==> src/verilog/regfile_pkg.sv <==
`default_nettype none

package regfile_pkg;

    localparam int ADDR_W        = 32;
    localparam int DATA_W        = 32;
    localparam int STRB_W        = DATA_W / 8;
    localparam int NUM_BANKS     = 4;
    localparam int REGS_PER_BANK = 4;
    localparam int BANK_W        = $clog2(NUM_BANKS);
    localparam int IDX_W         = $clog2(REGS_PER_BANK);
    localparam int OFFS_W        = 2;                            // byte offset in a word
    localparam int UPPER_W       = ADDR_W - BANK_W - IDX_W - OFFS_W;

    localparam logic [1:0] RESP_OKAY   = 2'b00;
    localparam logic [1:0] RESP_SLVERR = 2'b10;

    localparam logic [DATA_W-1:0] ERR_WORD = 32'hDEAD_BEEF;      // read data for a bad address

    // write channel FSM
    localparam logic [1:0] W_IDLE = 2'd0;
    localparam logic [1:0] W_ADDR = 2'd1;
    localparam logic [1:0] W_DATA = 2'd2;
    localparam logic [1:0] W_RESP = 2'd3;

    // read channel FSM
    localparam logic [1:0] R_IDLE = 2'd0;
    localparam logic [1:0] R_LOOK = 2'd1;
    localparam logic [1:0] R_DATA = 2'd2;

    // byte address as seen on the bus, or split into map fields
    typedef union packed {
        logic [ADDR_W-1:0] raw;
        struct packed {
            logic [UPPER_W-1:0] upper;                           // zero inside the map
            logic [BANK_W-1:0]  bank;
            logic [IDX_W-1:0]   index;
            logic [OFFS_W-1:0]  offset;                          // zero when word aligned
        } fields;
    } reg_addr_u;

endpackage

`default_nettype wire
==> src/verilog/bank_req_if.sv <==
`timescale 1ns/100ps
`default_nettype none

interface bank_req_if;

    logic                               wr_en;      // single cycle write strobe
    logic                               rd_en;      // single cycle read strobe
    logic [regfile_pkg::BANK_W-1:0]     bank_sel;
    logic [regfile_pkg::IDX_W-1:0]      index;
    logic [regfile_pkg::DATA_W-1:0]     wdata;
    logic [regfile_pkg::STRB_W-1:0]     wstrb;

    // one word per bank, each bank drives its own slot
    logic [regfile_pkg::DATA_W-1:0]     rdata_banks [regfile_pkg::NUM_BANKS];

    modport ctrl (
        output wr_en, rd_en, bank_sel, index, wdata, wstrb
    );

    modport bank (
        input  wr_en, rd_en, bank_sel, index, wdata, wstrb,
        output rdata_banks
    );

endinterface

`default_nettype wire

==> src/verilog/axi_lite_ctrl.sv <==
`timescale 1ns/100ps
`default_nettype none

module axi_lite_ctrl (
    input  logic                              clk,
    input  logic                              rst_n,

    // write address / data / response
    input  logic                              awvalid,
    input  logic [regfile_pkg::ADDR_W-1:0]    awaddr,
    output logic                              awready,
    input  logic                              wvalid,
    input  logic [regfile_pkg::DATA_W-1:0]    wdata,
    input  logic [regfile_pkg::STRB_W-1:0]    wstrb,
    output logic                              wready,
    output logic                              bvalid,
    output logic [1:0]                        bresp,
    input  logic                              bready,

    // read address / data
    input  logic                              arvalid,
    input  logic [regfile_pkg::ADDR_W-1:0]    araddr,
    output logic                              arready,
    output logic                              rvalid,
    input  logic                              rready,

    bank_req_if.ctrl                          req,
    output logic                              rd_addr_ok
);

    logic [1:0] w_state;
    logic [1:0] r_state;

    regfile_pkg::reg_addr_u waddr;
    regfile_pkg::reg_addr_u raddr;

    logic [regfile_pkg::DATA_W-1:0] wdata_q;
    logic [regfile_pkg::STRB_W-1:0] wstrb_q;

    logic w_ok;
    logic r_ok;

    // inside the map means no upper bits and no byte offset
    function automatic logic addr_in_map(regfile_pkg::reg_addr_u a);
        return (a.fields.upper == '0) && (a.fields.offset == '0);
    endfunction

    assign w_ok = addr_in_map(waddr);
    assign r_ok = addr_in_map(raddr);

    // write FSM
    always_ff @(posedge clk or negedge rst_n) begin
        if (!rst_n) begin
            w_state <= regfile_pkg::W_IDLE;
        end else begin
            case (w_state)
                regfile_pkg::W_IDLE: if (awvalid) w_state <= regfile_pkg::W_ADDR;
                regfile_pkg::W_ADDR: if (wvalid)  w_state <= regfile_pkg::W_DATA;
                regfile_pkg::W_DATA: w_state <= regfile_pkg::W_RESP;  // strobe cycle
                regfile_pkg::W_RESP: if (bready)  w_state <= regfile_pkg::W_IDLE;
                default:             w_state <= regfile_pkg::W_IDLE;
            endcase
        end
    end

    // read FSM
    always_ff @(posedge clk or negedge rst_n) begin
        if (!rst_n) begin
            r_state <= regfile_pkg::R_IDLE;
        end else begin
            case (r_state)
                regfile_pkg::R_IDLE: if (arvalid) r_state <= regfile_pkg::R_LOOK;
                regfile_pkg::R_LOOK: r_state <= regfile_pkg::R_DATA;  // read_return captures
                regfile_pkg::R_DATA: if (rready)  r_state <= regfile_pkg::R_IDLE;
                default:             r_state <= regfile_pkg::R_IDLE;
            endcase
        end
    end

    // address and write payload latches
    always_ff @(posedge clk) begin
        if (awvalid && awready)
            waddr.raw <= awaddr;
        if (wvalid && wready) begin
            wdata_q <= wdata;
            wstrb_q <= wstrb;
        end
        if (arvalid && arready)
            raddr.raw <= araddr;
    end

    // AXI handshake outputs
    assign awready = (w_state == regfile_pkg::W_IDLE) && awvalid;
    assign wready  = (w_state == regfile_pkg::W_ADDR) && wvalid;
    assign bvalid  = (w_state == regfile_pkg::W_RESP);
    assign bresp   = w_ok ? regfile_pkg::RESP_OKAY : regfile_pkg::RESP_SLVERR;
    assign arready = (r_state == regfile_pkg::R_IDLE) && arvalid;
    assign rvalid  = (r_state == regfile_pkg::R_DATA);

    // bank strobes, bad addresses never reach a bank write
    assign req.wr_en = (w_state == regfile_pkg::W_DATA) && w_ok;
    assign req.rd_en = (r_state == regfile_pkg::R_LOOK);

    // read owns the select lines during its lookup cycle
    assign req.bank_sel = (r_state == regfile_pkg::R_LOOK) ? raddr.fields.bank
                                                           : waddr.fields.bank;
    assign req.index    = (r_state == regfile_pkg::R_LOOK) ? raddr.fields.index
                                                           : waddr.fields.index;
    assign req.wdata    = wdata_q;
    assign req.wstrb    = wstrb_q;

    assign rd_addr_ok = r_ok;

    // response held under back-pressure
    a_bvalid_hold: assert property (
        @(posedge clk) disable iff (!rst_n)
        bvalid && !bready |=> bvalid && $stable(bresp)
    );

    a_rvalid_hold: assert property (
        @(posedge clk) disable iff (!rst_n)
        rvalid && !rready |=> rvalid
    );

endmodule

`default_nettype wire

==> src/verilog/axi_regfile_top.sv <==
`timescale 1ns/100ps
`default_nettype none

module axi_regfile_top (
    input  logic                              clk,
    input  logic                              rst_n,

    input  logic                              awvalid,
    input  logic [regfile_pkg::ADDR_W-1:0]    awaddr,
    output logic                              awready,
    input  logic                              wvalid,
    input  logic [regfile_pkg::DATA_W-1:0]    wdata,
    input  logic [regfile_pkg::STRB_W-1:0]    wstrb,
    output logic                              wready,
    output logic                              bvalid,
    output logic [1:0]                        bresp,
    input  logic                              bready,

    input  logic                              arvalid,
    input  logic [regfile_pkg::ADDR_W-1:0]    araddr,
    output logic                              arready,
    output logic                              rvalid,
    output logic [regfile_pkg::DATA_W-1:0]    rdata,
    output logic [1:0]                        rresp,
    input  logic                              rready
);

    bank_req_if req ();

    logic rd_addr_ok;

    axi_lite_ctrl u_ctrl (
        .clk        (clk),
        .rst_n      (rst_n),
        .awvalid    (awvalid),
        .awaddr     (awaddr),
        .awready    (awready),
        .wvalid     (wvalid),
        .wdata      (wdata),
        .wstrb      (wstrb),
        .wready     (wready),
        .bvalid     (bvalid),
        .bresp      (bresp),
        .bready     (bready),
        .arvalid    (arvalid),
        .araddr     (araddr),
        .arready    (arready),
        .rvalid     (rvalid),
        .rready     (rready),
        .req        (req),
        .rd_addr_ok (rd_addr_ok)
    );

    // one bank per generate slot, BANK_ID picks its rdata slot
    for (genvar g = 0; g < regfile_pkg::NUM_BANKS; g++) begin : g_bank
        reg_bank #(
            .BANK_ID (g)
        ) u_bank (
            .clk   (clk),
            .rst_n (rst_n),
            .req   (req)
        );
    end

    read_return u_read_return (
        .clk         (clk),
        .rst_n       (rst_n),
        .rd_en       (req.rd_en),
        .rd_addr_ok  (rd_addr_ok),
        .bank_sel    (req.bank_sel),
        .rdata_banks (req.rdata_banks),
        .rdata       (rdata),
        .rresp       (rresp)
    );

endmodule

`default_nettype wire

==> src/verilog/read_return.sv <==
`timescale 1ns/100ps
`default_nettype none

module read_return (
    input  logic                              clk,
    input  logic                              rst_n,
    input  logic                              rd_en,
    input  logic                              rd_addr_ok,
    input  logic [regfile_pkg::BANK_W-1:0]    bank_sel,
    input  logic [regfile_pkg::DATA_W-1:0]    rdata_banks [regfile_pkg::NUM_BANKS],
    output logic [regfile_pkg::DATA_W-1:0]    rdata,
    output logic [1:0]                        rresp
);

    // capture once per read, hold while rready is low
    always_ff @(posedge clk or negedge rst_n) begin
        if (!rst_n) begin
            rdata <= '0;
            rresp <= regfile_pkg::RESP_OKAY;
        end else if (rd_en) begin
            if (rd_addr_ok) begin
                rdata <= rdata_banks[bank_sel];
                rresp <= regfile_pkg::RESP_OKAY;
            end else begin
                rdata <= regfile_pkg::ERR_WORD;     // outside the map
                rresp <= regfile_pkg::RESP_SLVERR;
            end
        end
    end

    // one lookup per accepted read address
    a_rd_en_single: assert property (
        @(posedge clk) disable iff (!rst_n)
        rd_en |=> !rd_en
    );

endmodule

`default_nettype wire

==> src/verilog/reg_bank.sv <==
`timescale 1ns/100ps
`default_nettype none

module reg_bank #(
    parameter int BANK_ID = 0
) (
    input  logic       clk,
    input  logic       rst_n,
    bank_req_if.bank   req
);

    logic [regfile_pkg::DATA_W-1:0] regs [regfile_pkg::REGS_PER_BANK];
    logic                           hit;

    assign hit = req.wr_en && (req.bank_sel == regfile_pkg::BANK_W'(BANK_ID));

    // byte lane writes into the indexed register
    always_ff @(posedge clk or negedge rst_n) begin
        if (!rst_n) begin
            for (int r = 0; r < regfile_pkg::REGS_PER_BANK; r++) begin
                regs[r] <= '0;
            end
        end else if (hit) begin
            for (int b = 0; b < regfile_pkg::STRB_W; b++) begin
                if (req.wstrb[b])
                    regs[req.index][8*b +: 8] <= req.wdata[8*b +: 8];
            end
        end
    end

    // read path is combinational, read_return does the selection
    assign req.rdata_banks[BANK_ID] = regs[req.index];

    // select lines are shared, so strobes must not collide
    a_no_rw_overlap: assert property (
        @(posedge clk) disable iff (!rst_n)
        !(req.wr_en && req.rd_en)
    );

endmodule

`default_nettype wire

==> config.mk <==
export PLATFORM = sky130hd
export DESIGN_NAME = axi_regfile_top
export DESIGN_NICKNAME = d
export VERILOG_FILES = /design/src/verilog/regfile_pkg.sv /design/src/verilog/bank_req_if.sv /design/src/verilog/axi_lite_ctrl.sv /design/src/verilog/axi_regfile_top.sv /design/src/verilog/read_return.sv /design/src/verilog/reg_bank.sv
export SDC_FILE = /design/constraint.sdc
export NUM_CORES = 1
export LEC_CHECK = 0
export ABC_AREA = 1
export BUFFER_PORTS_ARGS = -buffer_cell sky130_fd_sc_hd__buf_2
export CAP_MARGIN = 25
export CORE_MARGIN = 2
export CORE_UTILIZATION = 40
export CTS_BUF_LIST = sky130_fd_sc_hd__clkbuf_2
export DETAILED_ROUTE_END_ITERATION = 12
export PLACE_DENSITY = 0.56
export SLEW_MARGIN = 20
export SYNTH_ARGS = -nofsm -noshare
export SYNTH_HDL_FRONTEND = slang
export SYNTH_SLANG_ARGS = --single-unit
export TNS_END_PERCENT = 30
==> constraint.sdc <==
create_clock -name clk -period 3.65 [get_ports clk]
set_input_delay 0.365 -clock clk [delete_from_list [all_inputs] [get_ports clk]]
set_output_delay 0.365 -clock clk [all_outputs]
set_load 0.01 [all_outputs]
==> summary.md, run 1 <==
| Metric | Value |
|---|---|
| Final Util | 47.63% |
| Area grow syn2layout | 18.12% |
| Hold Fails Final Rpt | 0 |
| WHS | 0.1297 ns |
| Clock root buffer | clkbuf_2 |
| Synth warn | 0 |
| Clock Sinks | around 650 |
| GRT Util Overall | ~28% |
| Gr ovfl total | 0 |
| Syn Std Cell Area | between 30000 and 40000 um2 |
| Post-synth top area cell | dfrtp_1 |
| Worst Setup End Kind | flip-flop |
| Minimum clock period | 3.531 ns |
| IO Pins | 148 |
| Max Cap Violations | 0 |
| Synth top area cells | dfrtp_1 (43%), nand2_1 (25%), nand3_1 (11%) |
| Fillers | just under 8000 |
| Largest net degree at the start of global routing | around 130 |
| Post-Synth Adder-Cell Area | 0.1970% |
| Vias per cell | roughly 5.2 |
| Synth Area in Compound Gates | 0.5871% |
| Final wirelength | approximately 110 mm |
| Maximum VDD drop | slightly below 0.4 mV |
| Worst-path fanout max | 4 |
| Top cells by count, synth | nand2_1 (2156), nand3_1 (726), dfrtp_1 (549) |
| Most frequent cell after synthesis | nand2_1 |
| Width of the die | between 200 and 300 um |
| Multi-input gate area | approximately 13000 um2 |
| Drt initial violations | between 2000 and 3000 |
| HP Class | in -> reg |
| WS Path Type | reg -> reg |
| Status | complete, no violations |
| DR vias | 30270 |
| Full die area | between 80000 and 90000 um2 |
| Register area | roughly 17000 um2 |
| TritonRoute pass-1 iters | 5 |
| Clock slew at reported path FFs | ~0.12 ns |
| Max-slew violation count | 0 |
| Die Height | roughly 290 um |
| Crit share post-route | a little over nine tenths |
| Register area share after synthesis | between 50% and 60% |
| Worst skew pair latency | roughly 1.5 ns |
| Post-synth EDFFs | 100 |
| Max Clock Freq | 283.2 MHz |
| Syn_area_per_cell | about 7.5 um2 |
| Setup_tns | 0 ns |
| Gpl congestion | 0.8221 |
| Top cell type's share of synthesized area | approximately 43% |
| Seq cells post-synth | between 600 and 700 |
| WL per Instance | 19.75 um |
| Initial antenna violation count | 3 |
| Vias in the first global route | between 30000 and 40000 |
| Critical Path Source Type | flip-flop |
| Required @ worst endpoint | ~5.0 ns |
| Async SR Flop Fraction | 84.59% |
| Final worst setup slack | between 0.1 and 0.15 ns |
| Slew HR | between 30% and 40% |
| Worst-margin pin slew | 1.023 ns |
| Synth Area in XOR/XNOR | 0% |
| Final Non-Filler Cells | 5777 |
| Core Area | 78740 um2 |
| Most used flip-flop cell after synthesis | dfrtp_1 |
| Arrival @ worst endpoint | ~4.9 ns |
| Port Buffer Count | approximately 150 |
| Initial Util | about two fifths |
| # nets final | between 4000 and 5000 |
| Share of post-route cells with drive strength above 1 | between 10% and 20% |
| Dpl ws | approximately 0.54 ns |
| Post-synthesis instance total | 4245 |
| Largest family of logic cells by synthesized area | simple AND/OR/NAND/NOR gates |
| Longest Clk Path Bufs | 3 |
| Placed Instances | 5229 |
| Clock buffer count from CTS | 177 |
| CTS tree | yes |
| Final Skew | between 0.1 and 0.15 ns |
| H-Tree Level Count | 4 |
| First-pass GRT wire length | around 180 mm |
| Simple-gate portion of the synthesized area | between 40% and 50% |
| Pleak | 20.11 nW |
| DRC | 0 |
| Multiplexer share of the synthesized area | 0% |
| Std cell rows | about 100 |
| Power per Cell Area | roughly 500 nW/um2 |
| # setup viols final | 0 |
| Cell variety after synth | 31 |
| Antenna-violating nets left | 0 |
| Dpl hpwl | about 64 mm |
==> kinds of logic (layout without fill, tap and decap cells) <==
| group | count (synthesis) | in the layout |
|---|---|---|
| flops | 649 | 649 |
| other cells | 1 | 10 |
| compound gates | 34 | 34 |
| buf+inv | 454 | 927 |
| simple gates | 3102 | 3102 |
| fa+ha+maj | 5 | 5 |
==> cell usage in the layout (no fill, tap or decap), drive strengths merged <==
| master | n |
|---|---|
| inv | 147 |
| nand3b | 4 |
| clkbuf | 280 |
| nor3b | 2 |
| nor2 | 135 |
| nor2b | 1 |
| nand4 | 66 |
| bufbuf | 1 |
| o21ai | 29 |
| buf | 247 |
| nor4 | 3 |
| conb | 2 |
| clkinv | 32 |
| nand3 | 726 |
| a21oi | 4 |
| and2 | 1 |
| nor3 | 3 |
| diode | 8 |
| bufinv | 1 |
| dfrtp | 549 |
| o22ai | 1 |
| clkinvlp | 4 |
| edfxtp | 100 |
| nand2 | 2161 |
| dlygate4sd3 | 215 |
| ha | 5 |
==> registers in the layout (all words and copies together) (netlist names) <==
register,count
u_ctrl.r_state,2
u_ctrl.raddr,32
u_read_return.rresp,1
u_ctrl.waddr,32
u_read_return.rdata,32
u_ctrl.req.wstrb,4
u_ctrl.w_state,2
u_ctrl.req.wdata,32
g_bank.u_bank.regs,512
==> path summary, 6_finish.rpt <==
path | startpoint | endpoint | slack, ns | depth (start not counted)
max | u_ctrl.w_state[1] | u_ctrl.w_state[1] | 0.12 | 11
max reg2reg | u_ctrl.w_state[1] | u_ctrl.w_state[1] | 0.12 | 11
min in group asynchronous | rst_n | g_bank[0].u_bank.regs[119] | 0.26 | 4
max in group asynchronous | rst_n | g_bank[3].u_bank.regs[105] | 2.83 | 4
min reg2reg | g_bank[1].u_bank.regs[73] | g_bank[1].u_bank.regs[73] | 0.48 | 2
min | araddr[26] | u_ctrl.raddr[26] | 0.13 | 3
==> stage by stage <==
stage,power [W],area [um2]
3_3_place_gp,0.01300,33600
4_1_cts,0.01871,37470
6_report,0.01868,37510
5_1_grt,0.01956,37510
3_5_place_dp,0.01302,33600
2_1_floorplan,0.01080,31760
==> timing repair <==
item | 4_1_cts | 5_1_grt
endpoints found under the hold margin | 753 | 0
hold buffers | 216 | 0
endpoints found under the setup margin | 1 | 4
resized for setup | 3 | 4
gates cloned | 1 | 0
setup buffers | 1 | 0
==> area by class of cell <==
class | count | share of cell area, %
repair buffers | 463 | 10.63
inverters | 142 | 1.438
clock buffers | 280 | 3.736
multi-input cells | 3143 | 35.37
flip-flops and latches | 649 | 44.64
well taps | 1050 | 3.503
diodes | 8 | 0.05338
clock inverters | 42 | 0.6372
==> power by group <==
group / leakage (nW) / switching [W] / internal, W / total, W
clock network: 1.27 / 0.00332 / 0.00213 / 0.00544
logic: 10.4 / 0.00402 / 0.00112 / 0.00514
registers: 8.47 / 0.000461 / 0.00763 / 0.00809
total: 20.1 / 0.00780 / 0.0109 / 0.0187
==> routing by layer <==
layer  share of wire, %  up-vias  global-route usage [%]  wire length, um
li1                   -    14210                       -                -
met1                 42    14650                   36.92            48290
met2                 47     1158                   45.75            53790
met3                6.6      251                   4.920             7584
met4                3.9        0                   12.19             4402
met5                  0        -                       0                0
==> critical path, cell delays in order, from the launching register on <==
cell and delay [ns]:
dfrtp_1 0.43, inv_1 0.14, ha_1 0.21, inv_1 0.06, o22ai_1 0.13, dlygate4sd3_1 0.59
a21oi_1 0.04, dlygate4sd3_1 0.59, nand2_1 0.07, dlygate4sd3_1 0.53, o21ai_0 0.08, dlygate4sd3_1 0.57
(Power assumes the default switching activity.)
==> inputs of run 2 (changes only) <==
--- a/config.mk
+++ b/config.mk
@@ -8,7 +8,6 @@
 export ABC_AREA = 1
 export BUFFER_PORTS_ARGS = -buffer_cell sky130_fd_sc_hd__buf_2
 export CAP_MARGIN = 25
-export CORE_MARGIN = 2
 export CORE_UTILIZATION = 40
 export CTS_BUF_LIST = sky130_fd_sc_hd__clkbuf_2
 export DETAILED_ROUTE_END_ITERATION = 12
==> summary.md, run 2 (synthesis gave the netlist of run 1 again) <==
| Metric | Value |
|---|---|
| Status | complete, no violations |
| Comb power frac | around 28% |
| Final Util | 47.92% |
| Multi-input gate area | between 10000 and 15000 um2 |
| WHS | 0.1493 ns |
| Clock buffer count from CTS | approximately 170 |
| DR vias | between 30000 and 40000 |
| Final Non-Filler Cells | 5737 |
| Dpl hpwl | ~64 mm |
| Fillers | a little under 8000 |
| Max-slew violation count | 0 |
| WS Path Type | reg -> reg |
| First-pass GRT wire length | 179.0 mm |
| Placed Instances | 5207 |
| Max Cap Violations | 0 |
| CTS tree | yes |
| # nets final | ~4700 |
| Final worst setup slack | around 0.094 ns |
| Share of post-route cells with drive strength above 1 | 12.07% |
| Drt initial violations | about 2700 |
| Register area | between 15000 and 20000 um2 |
| Worst Setup End Kind | flip-flop |
| Initial Util | around two fifths |
| Sequential group share of total power | between 40 and 50% |
| Gpl congestion | around 0.8 |
| Critical Path Source Type | flip-flop |
| Vias per cell | 5.255 |
| Power per Cell Area | 502.8 nW/um2 |
| H-Tree Level Count | 4 |
| Dpl ws | approximately 0.51 ns |
| Setup_tns | 0 ns |
| Core Area | 77980 um2 |
| Final Skew | ~0.084 ns |
| Switching power total | just under 0.008 W |
| Top reg by flops | g_bank.u_bank.regs |
| Worst-path fanout max | 4 |
| Antenna-violating nets left | 0 |
| Width of the die | roughly 280 um |
| Most common cell after layout, fill and taps aside | nand2_1 |
| Hold Fails Final Rpt | 0 |
| Final wirelength | approximately 110 mm |
| WL per Instance | around 20 um |
| Largest net degree at the start of global routing | 129 |
| Die Height | approximately 280 um |
| Longest Clk Path Bufs | 3 |
| TritonRoute pass-1 iters | 5 |
| RSZ-0062 raised after global routing | false |
| Area grow syn2layout | 17.68% |
| Vias in the first global route | approximately 30000 |
| Required @ worst endpoint | around 4.9 ns |
| Arrival @ worst endpoint | 4.85 ns |
| Clock Sinks | between 600 and 700 |
| Initial antenna violation count | 3 |
| Worst skew pair latency | 1.40 ns |
| Pleak | roughly 20 nW |
| HP Class | in -> reg |
| Slew HR | between 30% and 40% |
| P_int | between 0.01 and 0.015 W |
| Crit share post-route | about 97% |
| Clock share of power | between 20% and 30% |
| Minimum clock period | around 3.6 ns |
| Clock slew at reported path FFs | roughly 0.11 ns |
| Worst-margin pin slew | a little under 1 ns |
| Maximum VDD drop | between 0.5 and 0.6 mV |
| Gr ovfl total | 0 |
| Net switching fraction of the power | 41.16% |
| Std cell rows | just over 100 |
| # setup viols final | 0 |
| DRC | 0 |
| GRT Util Overall | 28.51% |
| Max reg flops | a little over 500 |
| Full die area | between 80000 and 90000 um2 |
| Most frequent cells in the layout | nand2_1 (2153), nand3_1 (724), dfrtp_1 (549), clkbuf_2 (269), dlygate4sd3_1 (214) |
| IO Pins | between 100 and 150 |
| Max Clock Freq | between 200 and 300 MHz |
| Clock root buffer | clkbuf_2 |
| Port Buffer Count | between 100 and 150 |
run 2: cell types whose count changed in the layout (fill, tap and decap cells not counted), moves of 2 or more:
cell	before	now
clkinv_1	25	28
diode_2	8	6
buf_4	78	66
clkbuf_2	280	269
bufinv_16	1	5
clkinvlp_4	4	1
inv_6	4	0
clkinv_4	4	2
clkinv_2	3	0
run 2: worst paths after layout:
path	from	endpoint	slack, ns	cells after the start
setup / recovery	u_ctrl.w_state[1]	u_ctrl.w_state[1]	0.09	11
hold / removal	awvalid	u_ctrl.waddr[27]	0.15	4
setup reg to reg	u_ctrl.w_state[1]	u_ctrl.w_state[1]	0.09	11
hold reg to reg	g_bank[0].u_bank.regs[116]	g_bank[0].u_bank.regs[116]	0.48	2
max in group asynchronous	rst_n	g_bank[0].u_bank.regs[20]	2.81	5
min in group asynchronous	rst_n	g_bank[0].u_bank.regs[68]	0.27	4
run 2: power by group through the flow:
stage          Clock, W  Combinational (W)  Sequential [W]
2_1_floorplan         0            0.00296         0.00784
3_3_place_gp          0            0.00484         0.00823
3_5_place_dp          0            0.00483         0.00823
4_1_cts         0.00565            0.00508         0.00808
5_1_grt         0.00606            0.00550         0.00812
6_report        0.00552            0.00517         0.00810
run 2: per-stage QoR:
step                      area, um2  power, W
after floorplan               31760   0.01080
after global placement        33520   0.01307
after detailed placement      33520   0.01306
after CTS                     37330   0.01881
after global routing          37360   0.01968
final                         37370   0.01879
run 2: area by class of cell:
class                           count  area share [%]
Antenna cell                        6         0.04018
Clock inverter                     38          0.7702
Multi-Input combinational cell   3143           35.49
Sequential cell                   649           44.80
Clock buffer                      269           3.603
Inverter                          142           1.433
Tap cell                         1040           3.482
Timing Repair Buffer              450           10.38
run 2: routing by layer:
layer	track usage, %	vias up	share of wire [%]
li1	-	14160	-
met1	38.54	14580	43
met2	46.01	1191	47
met3	4.277	219	6.7
met4	11.14	0	3.3
met5	0	-	0
run 2: worst max-delay path, stage by stage, from the launching register on:
cell and delay, ns:
dfrtp_1 0.44, inv_2 0.10, ha_1 0.17, inv_1 0.05
o22ai_1 0.17, dlygate4sd3_1 0.59, a21oi_1 0.05, dlygate4sd3_1 0.61
nand2_1 0.07, dlygate4sd3_1 0.54, o21ai_0 0.09, dlygate4sd3_1 0.57
run 2: repair_timing:
action	CTS	global route
setup buffers	0	1
gates resized for setup	0	3
endpoints found under the hold margin	753	0
endpoints found under the setup margin	0	2
hold buffers	215	0
